### config.mk
export PLATFORM = sky130hd
export DESIGN_NAME = udp_rx_top
export DESIGN_NICKNAME = d
export VERILOG_FILES = /design/src/udp_rx_pkg.sv /design/src/rx_frame_parser.sv /design/src/rx_header_filter.sv /design/src/rx_stat_counters.sv /design/src/udp_rx_top.sv
export SDC_FILE = /design/constraint.sdc
export NUM_CORES = 2
export LEC_CHECK = 0
export BUFFER_PORTS_ARGS = -buffer_cell sky130_fd_sc_hd__buf_2
export CAP_MARGIN = 30
export CORE_MARGIN = 8
export CORE_UTILIZATION = 40
export CTS_BUF_LIST = sky130_fd_sc_hd__clkbuf_8
export DETAILED_ROUTE_END_ITERATION = 8
export HOLD_SLACK_MARGIN = 0.06
export PLACE_DENSITY = 0.65
export SLEW_MARGIN = 5
export SYNTH_ARGS = -nofsm -noshare
export SYNTH_HDL_FRONTEND = slang
export SYNTH_HIERARCHICAL = 1
export SYNTH_SLANG_ARGS = --single-unit
### constraint.sdc
create_clock -name rx_clk_in -period 20.3 [get_ports rx_clk_in]
set_input_delay 1.015 -clock rx_clk_in [delete_from_list [all_inputs] [get_ports rx_clk_in]]
set_output_delay 1.015 -clock rx_clk_in [all_outputs]
set_load 0.05 [all_outputs]
### src/udp_rx_pkg.sv
package udp_rx_pkg;

    // ========================================
    // Protocol constants
    // ========================================
    localparam int beat_bytes            = 32;
    localparam int udp_hdr_bytes         = 8;
    // Payload bytes that share beat 1 with the IP tail and the UDP header
    localparam int first_payload_bytes   = 22;
    localparam int default_payload_bytes = 54;

    localparam logic [7:0] udp_protocol = 8'd17;
    localparam logic [3:0] ipv4_version = 4'd4;

    typedef logic [5:0][7:0] mac_addr_t;
    typedef logic [31:0]     ipv4_addr_t;

    localparam mac_addr_t broadcast_mac = '1;

    // ========================================
    // Header layouts, first byte on the wire in the top bits
    // ========================================
    typedef struct packed {
        mac_addr_t   dest_mac;
        mac_addr_t   src_mac;
        logic [15:0] ether_len;
    } eth_hdr_t;

    typedef struct packed {
        logic [3:0]  version;
        logic [3:0]  ihl;
        logic [5:0]  dscp;
        logic [1:0]  ecn;
        logic [15:0] total_len;
        logic [15:0] ident;
        logic [2:0]  flags;
        logic [12:0] frag_offset;
        logic [7:0]  ttl;
        logic [7:0]  protocol;
        logic [15:0] hdr_checksum;
        ipv4_addr_t  src_ip;
        ipv4_addr_t  dest_ip;
    } ipv4_hdr_t;

    typedef struct packed {
        logic [15:0] src_port;
        logic [15:0] dest_port;
        logic [15:0] udp_len;
        logic [15:0] checksum;
    } udp_hdr_t;

    // Payload byte i sits at payload[8*i +: 8]; unused bytes read as zero
    typedef struct packed {
        eth_hdr_t                               eth;
        ipv4_hdr_t                              ip;
        udp_hdr_t                               udp;
        logic [default_payload_bytes*8-1:0]     payload;
        logic [15:0]                            payload_bytes;
        logic                                   overflow;
    } rx_frame_t;

    typedef struct packed {
        ipv4_addr_t                         src_ip;
        logic [15:0]                        src_port;
        ipv4_addr_t                         dest_ip;
        logic [15:0]                        dest_port;
        logic [default_payload_bytes*8-1:0] payload;
        logic [15:0]                        payload_bytes;
    } rx_msg_t;

    typedef struct packed {
        logic mac;
        logic ip;
        logic proto;
        logic version;
        logic length;
    } drop_reason_t;

    // ========================================
    // State and select encodings
    // ========================================
    typedef enum logic [2:0] {
        st_accepted,
        st_dropped,
        st_mac,
        st_ip,
        st_proto,
        st_version,
        st_length,
        st_framing
    } stat_sel_e;

    typedef enum logic [1:0] {
        idle,
        header_tail,
        payload
    } parse_state_e;

    typedef enum logic {
        read_idle,
        read_ack
    } read_state_e;

endpackage

### src/rx_frame_parser.sv
`timescale 1ns/1ns

module rx_frame_parser
    import udp_rx_pkg::*;
#(
    parameter int MAX_PAYLOAD_BYTES = default_payload_bytes
) (
    input  logic         rx_clk_in,
    input  logic         rx_reset_in,
    input  logic [255:0] rx_data,
    input  logic         rx_valid,
    input  logic         rx_sop,
    input  logic         rx_eop,
    input  logic [4:0]   rx_empty,
    output rx_frame_t    frame,
    output logic         frame_done,
    output logic         framing_error
);

    parse_state_e state, state_next;

    // Frame being assembled, copied to the output one edge after eop
    rx_frame_t work, work_next;
    logic      done_pending, done_next;
    logic      error_next;

    logic [5:0] beat_base;
    logic [5:0] beat_count;
    logic       beat_over;
    logic [default_payload_bytes*8-1:0] placed;

    // ========================================
    // Payload bytes carried by this beat
    // ========================================
    always_comb begin
        if (state == header_tail) begin
            beat_base  = 6'(beat_bytes - first_payload_bytes);
            beat_count = 6'(first_payload_bytes);
        end else begin
            beat_base  = 6'd0;
            beat_count = 6'(beat_bytes);
        end
        // Empty bytes only count on the eop beat
        if (rx_eop) begin
            if ({1'b0, rx_empty} > beat_count) begin
                beat_count = 6'd0;
            end else begin
                beat_count = beat_count - {1'b0, rx_empty};
            end
        end
    end

    // Drop each beat byte into the payload at the running offset
    always_comb begin
        int rel;
        placed = work.payload;
        for (int k = 0; k < MAX_PAYLOAD_BYTES; k++) begin
            rel = k - int'(work.payload_bytes);
            if (rel >= 0 && rel < int'(beat_count)) begin
                placed[8*k +: 8] = rx_data[8*(31 - rel - int'(beat_base)) +: 8];
            end
        end
    end

    // Anything past the capacity is lost
    assign beat_over = (int'(work.payload_bytes) + int'(beat_count)) > MAX_PAYLOAD_BYTES;

    // ========================================
    // Parse FSM
    // ========================================
    always_comb begin
        state_next = state;
        work_next  = work;
        done_next  = 1'b0;
        error_next = 1'b0;

        if (rx_valid) begin
            if (rx_sop) begin
                // Restart mid-frame, or a frame too short to hold the headers
                error_next = (state != idle) || rx_eop;
                if (rx_eop) begin
                    state_next = idle;
                end else begin
                    work_next.eth           = rx_data[255:144];
                    work_next.ip[159:16]    = rx_data[143:0];
                    work_next.payload       = '0;
                    work_next.payload_bytes = 16'd0;
                    work_next.overflow      = 1'b0;
                    state_next              = header_tail;
                end
            end else if (state == idle) begin
                // Stray beat outside a frame
                error_next = 1'b1;
            end else begin
                if (state == header_tail) begin
                    work_next.ip[15:0] = rx_data[255:240];
                    work_next.udp      = rx_data[239:176];
                end
                work_next.payload       = placed;
                work_next.payload_bytes = work.payload_bytes + 16'(beat_count);
                work_next.overflow      = work.overflow | beat_over;

                if (rx_eop) begin
                    done_next  = 1'b1;
                    state_next = idle;
                end else begin
                    state_next = payload;
                end
            end
        end
    end

    always_ff @(posedge rx_clk_in or posedge rx_reset_in) begin
        if (rx_reset_in) begin
            state         <= idle;
            done_pending  <= 1'b0;
            frame_done    <= 1'b0;
            framing_error <= 1'b0;
        end else begin
            state         <= state_next;
            done_pending  <= done_next;
            frame_done    <= done_pending;
            framing_error <= error_next;
        end
    end

    // A new sop may land on the same edge as the copy, old contents win
    always_ff @(posedge rx_clk_in) begin
        work <= work_next;
        if (done_pending) begin
            frame <= work;
        end
    end

endmodule

### src/rx_header_filter.sv
`timescale 1ns/1ns

module rx_header_filter
    import udp_rx_pkg::*;
#(
    parameter int MAX_PAYLOAD_BYTES = default_payload_bytes
) (
    input  logic         rx_clk_in,
    input  logic         rx_reset_in,
    input  mac_addr_t    host_mac,
    input  ipv4_addr_t   host_ip,
    input  rx_frame_t    frame,
    input  logic         frame_done,
    output rx_msg_t      msg,
    output logic         msg_valid,
    output drop_reason_t reasons,
    output logic         dropped,
    output logic         accepted
);

    drop_reason_t flags;
    logic [15:0]  udp_data_len;
    rx_msg_t      msg_next;

    // ========================================
    // Header checks
    // ========================================
    assign udp_data_len = frame.udp.udp_len - 16'(udp_hdr_bytes);

    always_comb begin
        flags.mac = (frame.eth.dest_mac != broadcast_mac) &&
                    (frame.eth.dest_mac != host_mac);
        flags.ip      = frame.ip.dest_ip != host_ip;
        flags.proto   = frame.ip.protocol != udp_protocol;
        flags.version = frame.ip.version != ipv4_version;
        flags.length  = frame.overflow || (udp_data_len != frame.payload_bytes);
    end

    // Decision goes to the counters in the slot where msg_valid is formed
    assign reasons  = frame_done ? flags : '0;
    assign dropped  = frame_done && (|flags);
    assign accepted = frame_done && !(|flags);

    // ========================================
    // Message build and output register
    // ========================================
    always_comb begin
        msg_next               = '0;
        msg_next.src_ip        = frame.ip.src_ip;
        msg_next.src_port      = frame.udp.src_port;
        msg_next.dest_ip       = frame.ip.dest_ip;
        msg_next.dest_port     = frame.udp.dest_port;
        msg_next.payload_bytes = frame.payload_bytes;
        msg_next.payload[MAX_PAYLOAD_BYTES*8-1:0] = frame.payload[MAX_PAYLOAD_BYTES*8-1:0];
    end

    always_ff @(posedge rx_clk_in or posedge rx_reset_in) begin
        if (rx_reset_in) begin
            msg_valid <= 1'b0;
        end else begin
            msg_valid <= accepted;
        end
    end

    always_ff @(posedge rx_clk_in) begin
        if (accepted) begin
            msg <= msg_next;
        end
    end

endmodule

### src/rx_stat_counters.sv
`timescale 1ns/1ns

module rx_stat_counters
    import udp_rx_pkg::*;
#(
    parameter int CNT_WIDTH = 32
) (
    input  logic                 rx_clk_in,
    input  logic                 rx_reset_in,
    input  drop_reason_t         reasons,
    input  logic                 dropped,
    input  logic                 accepted,
    input  logic                 framing_error,
    input  logic                 stat_req,
    input  stat_sel_e            stat_sel,
    output logic                 stat_ack,
    output logic [CNT_WIDTH-1:0] stat_data
);

    localparam int num_counts = 8;

    logic [CNT_WIDTH-1:0]  counts [num_counts];
    logic [num_counts-1:0] inc;
    read_state_e           read_state;

    // ========================================
    // Event to counter mapping
    // ========================================
    always_comb begin
        inc              = '0;
        inc[st_accepted] = accepted;
        // A frame with several faults still counts as one drop
        inc[st_dropped]  = dropped;
        inc[st_mac]      = reasons.mac;
        inc[st_ip]       = reasons.ip;
        inc[st_proto]    = reasons.proto;
        inc[st_version]  = reasons.version;
        inc[st_length]   = reasons.length;
        inc[st_framing]  = framing_error;
    end

    // Saturating counters
    always_ff @(posedge rx_clk_in or posedge rx_reset_in) begin
        if (rx_reset_in) begin
            for (int i = 0; i < num_counts; i++) begin
                counts[i] <= '0;
            end
        end else begin
            for (int i = 0; i < num_counts; i++) begin
                if (inc[i] && (counts[i] != '1)) begin
                    counts[i] <= counts[i] + 1'b1;
                end
            end
        end
    end

    // ========================================
    // Four-phase read port
    // ========================================
    always_ff @(posedge rx_clk_in or posedge rx_reset_in) begin
        if (rx_reset_in) begin
            read_state <= read_idle;
        end else begin
            case (read_state)
                read_idle: begin
                    if (stat_req) begin
                        read_state <= read_ack;
                    end
                end
                read_ack: begin
                    // Hold ack until the requester lets go
                    if (!stat_req) begin
                        read_state <= read_idle;
                    end
                end
                default: begin
                    read_state <= read_idle;
                end
            endcase
        end
    end

    // Snapshot taken on the request edge, stable while ack is high
    always_ff @(posedge rx_clk_in) begin
        if (read_state == read_idle && stat_req) begin
            stat_data <= counts[stat_sel];
        end
    end

    assign stat_ack = (read_state == read_ack);

endmodule

### src/udp_rx_top.sv
`timescale 1ns/1ns

module udp_rx_top
    import udp_rx_pkg::*;
#(
    parameter int MAX_PAYLOAD_BYTES = default_payload_bytes,
    parameter int CNT_WIDTH         = 32
) (
    input  logic                 rx_clk_in,
    input  logic                 rx_reset_in,

    // Avalon-ST receive beats
    input  logic [255:0]         rx_data,
    input  logic                 rx_valid,
    input  logic                 rx_sop,
    input  logic                 rx_eop,
    input  logic [4:0]           rx_empty,

    // Static host addresses
    input  mac_addr_t            host_mac,
    input  ipv4_addr_t           host_ip,

    output rx_msg_t              msg,
    output logic                 msg_valid,

    // Counter read port
    input  logic                 stat_req,
    input  stat_sel_e            stat_sel,
    output logic                 stat_ack,
    output logic [CNT_WIDTH-1:0] stat_data
);

    rx_frame_t    frame;
    logic         frame_done;
    logic         framing_error;
    drop_reason_t reasons;
    logic         dropped;
    logic         accepted;

    rx_frame_parser #(
        .MAX_PAYLOAD_BYTES(MAX_PAYLOAD_BYTES)
    ) u_parser (
        .rx_clk_in    (rx_clk_in),
        .rx_reset_in  (rx_reset_in),
        .rx_data      (rx_data),
        .rx_valid     (rx_valid),
        .rx_sop       (rx_sop),
        .rx_eop       (rx_eop),
        .rx_empty     (rx_empty),
        .frame        (frame),
        .frame_done   (frame_done),
        .framing_error(framing_error)
    );

    rx_header_filter #(
        .MAX_PAYLOAD_BYTES(MAX_PAYLOAD_BYTES)
    ) u_filter (
        .rx_clk_in  (rx_clk_in),
        .rx_reset_in(rx_reset_in),
        .host_mac   (host_mac),
        .host_ip    (host_ip),
        .frame      (frame),
        .frame_done (frame_done),
        .msg        (msg),
        .msg_valid  (msg_valid),
        .reasons    (reasons),
        .dropped    (dropped),
        .accepted   (accepted)
    );

    rx_stat_counters #(
        .CNT_WIDTH(CNT_WIDTH)
    ) u_counters (
        .rx_clk_in    (rx_clk_in),
        .rx_reset_in  (rx_reset_in),
        .reasons      (reasons),
        .dropped      (dropped),
        .accepted     (accepted),
        .framing_error(framing_error),
        .stat_req     (stat_req),
        .stat_sel     (stat_sel),
        .stat_ack     (stat_ack),
        .stat_data    (stat_data)
    );

endmodule

# After elaboration in Yosys (flattened, before gate mapping)
# Index checks and enable logic that the tools add are counted.
# totals
latchBits	0
rom_bits	0
ramBits	0
n_memories	0
ff_bits	2081
input_bits	350
# classes
div	0
muxes	77
n_shift	54
n_eq_ne	17
n_bitwise	6
order_cmp	111
n_reduce_logical	184
n_addsub	174
multipliers	0
# ops
cell	n
$shiftx A256 B32 Y8	54
$sub A29 B5 Y29	54
$mux W449	3
$sub A6 B17 Y18 const A	54
$ge A17 B1 Y1 const B	54
$lt A17 B7 Y1	54
$mux W8	54
$sub A6 B16 Y17 const A	22
$sub A5 B16 Y17 const A	16
$add A32 B1 Y32 const B	8
$ne A32 B32 Y1 const B	8
$reduce_and A4 Y1	55
$sub A4 B16 Y17 const A	8
$reduce_bool A2 Y1	55
$bmux W32 S3	1
$sub A3 B16 Y17 const A	4
$logic_and A1 B1 Y1	66
$mux W32	2
$ne A48 B48 Y1	1
$ne A48 B48 Y1 const B	1
$sub A1 B16 Y17 const A	2
$sub A2 B16 Y17 const A	2
$gt A32 B7 Y1 const B	1
$ne A32 B32 Y1	1
other kinds (25)	43

# Logic depth before layout (Yosys ltp)
# logic_depth
word_depth	10
ltp_mapped	19
depth_no_buf	18

# By module
# The synthesis kept the hierarchy.
# by_module_without_submodules
module	n_inst	seq_area_each_um2	cells_each	area_each_um2
rx_frame_parser	1	47270.3	4687	76958.8
rx_header_filter	1	16360.7	754	17912.2
rx_stat_counters	1	7392.1	1326	15215.8

# Worst setup path before layout
# Ideal clock, no wire load.
# synth_path
kind	register to register
from	reg u_parser.done_pending
to	reg u_parser.frame_done
stages_incl_launch_ff	1
required_ps	18464
path_slack_ps	2234
setup_ps	1836
t_arrival_ps	16230
path_cell_list	dfrtp_1
# synth_lines
item	line	source
start: declaration	rx_frame_parser.sv:24	logic done_pending, done_next;
start signal: assignment	rx_frame_parser.sv:121	done_pending <= done_next;
end signal: assignment	rx_frame_parser.sv:122	frame_done <= done_pending;
end: declaration	rx_frame_parser.sv:16	output logic frame_done,
# No word-level cell between the ends.

# Final worst setup path
# layout_path
from	reg u_parser/frame[471] (netlist name)
to	reg u_filter/msg[191] (netlist name)
# layout_via
elab_chain_len	6
# layout_lines
item	line	source
$sub A16 B4 Y16	rx_header_filter.sv:28	assign udp_data_len = frame.udp.udp_len - 16'(udp_hdr_bytes);
$ne A16 B16 Y1	rx_header_filter.sv:36	flags.length = frame.overflow || (udp_data_len != frame.payload_bytes);
$logic_or A1 B1 Y1	rx_header_filter.sv:36	
$reduce_or A5 Y1	rx_header_filter.sv:42	assign accepted = frame_done && !(|flags);
$logic_not A1 Y1	rx_header_filter.sv:42	
$logic_and A1 B1 Y1	rx_header_filter.sv:42	
named net accepted	udp_rx_top.sv:38	logic accepted;
# The timed path passes the listed nets, and every way through them passes these cells.
# A chain may end at the register's enable or synchronous reset.

==> impl_metrics.json <==
{
  "top_level_ports": 928,
  "crit_arrival_ps": 7080,
  "fmax_mhz": 156,
  "finalWorstSetupSlack_ps": 13870,
  "critical_path_buf_inv_count": 4,
  "wire_per_inst_um": 37.5,
  "timing.rr.start": "u_parser/frame[471]",
  "hold_slack_ps": 191,
  "start_util_pct": 40.3,
  "rows": 183,
  "die_area_um2": 267000,
  "path_common_cell": "buf_4",
  "vias_per_cell": 6.10,
  "design.core.area_um2": 249000,
  "grt_max_degree": 148,
  "status": "complete, but fails checks",
  "critPathMaxFanout": 58,
  "yosysWarnings": 6,
  "reg2reg_slack_ps": 13870,
  "layout_min_cycle_time_ps": 6430,
  "critical_path_class": "reg2reg",
  "hold_path.class": "in2reg",
  "fin_skew_ps": 126,
  "slew_headroom_pct": 17.7,
  "antenna_found_initial": 198,
  "clock_path_buffers": 4,
  "p_per_area_nw_per_um2": 109,
  "placed_area_um2": 110000,
  "drtAntennaViolNets": 1,
  "critPathTopFamily": "simple AND/OR/NAND/NOR gates",
  "leakage_nw": 43.9,
  "grt_pass1_wl_um": 568000,
  "vias": 69726,
  "worstHoldStart": "rx_data[140]",
  "synth.cell_area_um2": 100000,
  "cts_tree": "done",
  "irDropWorstVdd_uv": 100,
  "fin_cells": 11424,
  "cts_resized": 0,
  "max_slew.worst_pin.slew_ps": 1240,
  "syn_area_per_cell_um2": 15.6,
  "end_kind": "flop",
  "htreeDepth": 5,
  "crit_chain": "or4_1 -> or4_4 -> or4b_1 -> a31o_1 -> nor4_2 -> buf_4 -> and3_4 -> buf_4 -> buf_4 -> buf_4",
  "setup_viol": 0,
  "cts_buffers": 362,
  "fin_area_um2": 117000,
  "failed_checks": "antenna violations",
  "syn_inst": 6439,
  "max_stage_delay_ps": 800,
  "drc_errors": 0,
  "fin_crit_sh_pct": 31.7,
  "crit_start": "u_parser/frame[471]",
  "grt_usage_pct": 31.0,
  "start_kind": "flop",
  "syn_nets": 7082,
  "drv_slew": 0,
  "cts_root_buf": "clkbuf_8",
  "cp.required_ps": 20950,
  "place_inst": 10628,
  "hpwlAfterDp_um": 329000,
  "grt_overflow": 0,
  "nNetsFinal": 8333,
  "drive_gt1_share_pct": 27.6,
  "cap_violations": 0,
  "dr.pass1.iters": 9,
  "place_ws_ps": 13860,
  "crit_slowest_cell": "buf_4",
  "io_buffers": 927,
  "worstSkewPairLatency_ps": 1160,
  "cts.sink_count": 2081,
  "timing_hold_violations_final": 0,
  "fp.dieW_um": 517,
  "grt_pass1_vias": 66516,
  "path_clk_slew_ps": 60,
  "first_iter_violations": 9589,
  "die_h_um": 517,
  "area_delta_synth_final_pct": 16.8,
  "tns_ps": 0,
  "rsz0062_at_grt": "false",
  "routabilityCongestion": 1.05,
  "wirelength_um": 428000
}
## path summary, 6_finish.rpt
check / cells past startpoint / end
worst max-delay path: 10 / u_filter/msg[191]
worst min-delay path: 1 / u_parser/work[669]
worst max register to register: 10 / u_filter/msg[191]
worst min register to register: 0 / u_parser/frame[567]
max in group asynchronous: 5 / u_counters/counts[150]
min in group asynchronous: 3 / u_filter/msg_valid
## state kept, by name, indices dropped and copies added (netlist names), 2 cells and up
register,cells
u_filter/msg,544
u_counters/stat_data,32
u_parser/frame,621
u_parser/work,621
u_parser/state,2
u_counters/counts,256
## what timing repair did
item	CTS	global route
endpoints found under the hold margin	5	0
setup buffers	0	0
hold buffers	4	0
## power by group
group / switching, mW / internal, mW
clock network: 1.73 / 1.96
registers: 0.0871 / 4.83
logic: 2.56 / 1.57
total: 4.38 / 8.35
## placed cells by master, fill, tap and decap left out, types with 19 or more instances in the layout
cell type / n
nor2_1: 570
mux2_2: 56
nor4_1: 75
nand2b_1: 21
nand4_1: 131
nor3b_1: 23
o21ai_0: 76
nor2b_1: 47
mux4_1: 81
mux2i_1: 242
diode_2: 141
clkinv_2: 32
or3_1: 21
nand3_1: 131
and3_1: 57
a21oi_1: 210
buf_4: 165
xor2_1: 209
bufinv_16: 20
nor3_1: 105
mux4_2: 495
dfrtp_1: 262
and4_1: 32
buf_2: 928
and2_1: 42
ha_1: 279
xnor2_1: 394
inv_1: 322
clkinv_1: 59
a21o_1: 87
nand2_1: 205
clkbuf_8: 373
edfxtp_1: 1818
a211oi_1: 19
## stage by stage
step,util (%),power (mW)
final,47.0,12.7
after global routing,47.0,13.1
after CTS,46.8,12.7
after detailed placement,44.0,8.96
after global placement,43.9,8.90
after floorplan,-,7.52
## area by class of cell
| cell class | count | area (um2) |
|---|---|---|
| Fill cell | 21763 | 132000 |
| Sequential cell | 2081 | 61200 |
| Multi-Input combinational cell | 3918 | 37500 |
| Timing Repair Buffer | 1116 | 6340 |
| Clock buffer | 373 | 5130 |
| Tap cell | 3330 | 4170 |
| Clock inverter | 254 | 1650 |
| Inverter | 211 | 805 |
| Antenna cell | 141 | 353 |
## per-layer routing
layer	wire length (um)	track usage, %	share of wire [%]	vias up
li1	-	-	-	27942
met1	159000	39.1	37	35544
met2	187000	45.9	44	4983
met3	52500	11.4	12	1201
met4	29900	18.2	7.0	56
met5	341	0.356	0.080	-
Power figures use the tool's default switching activity.
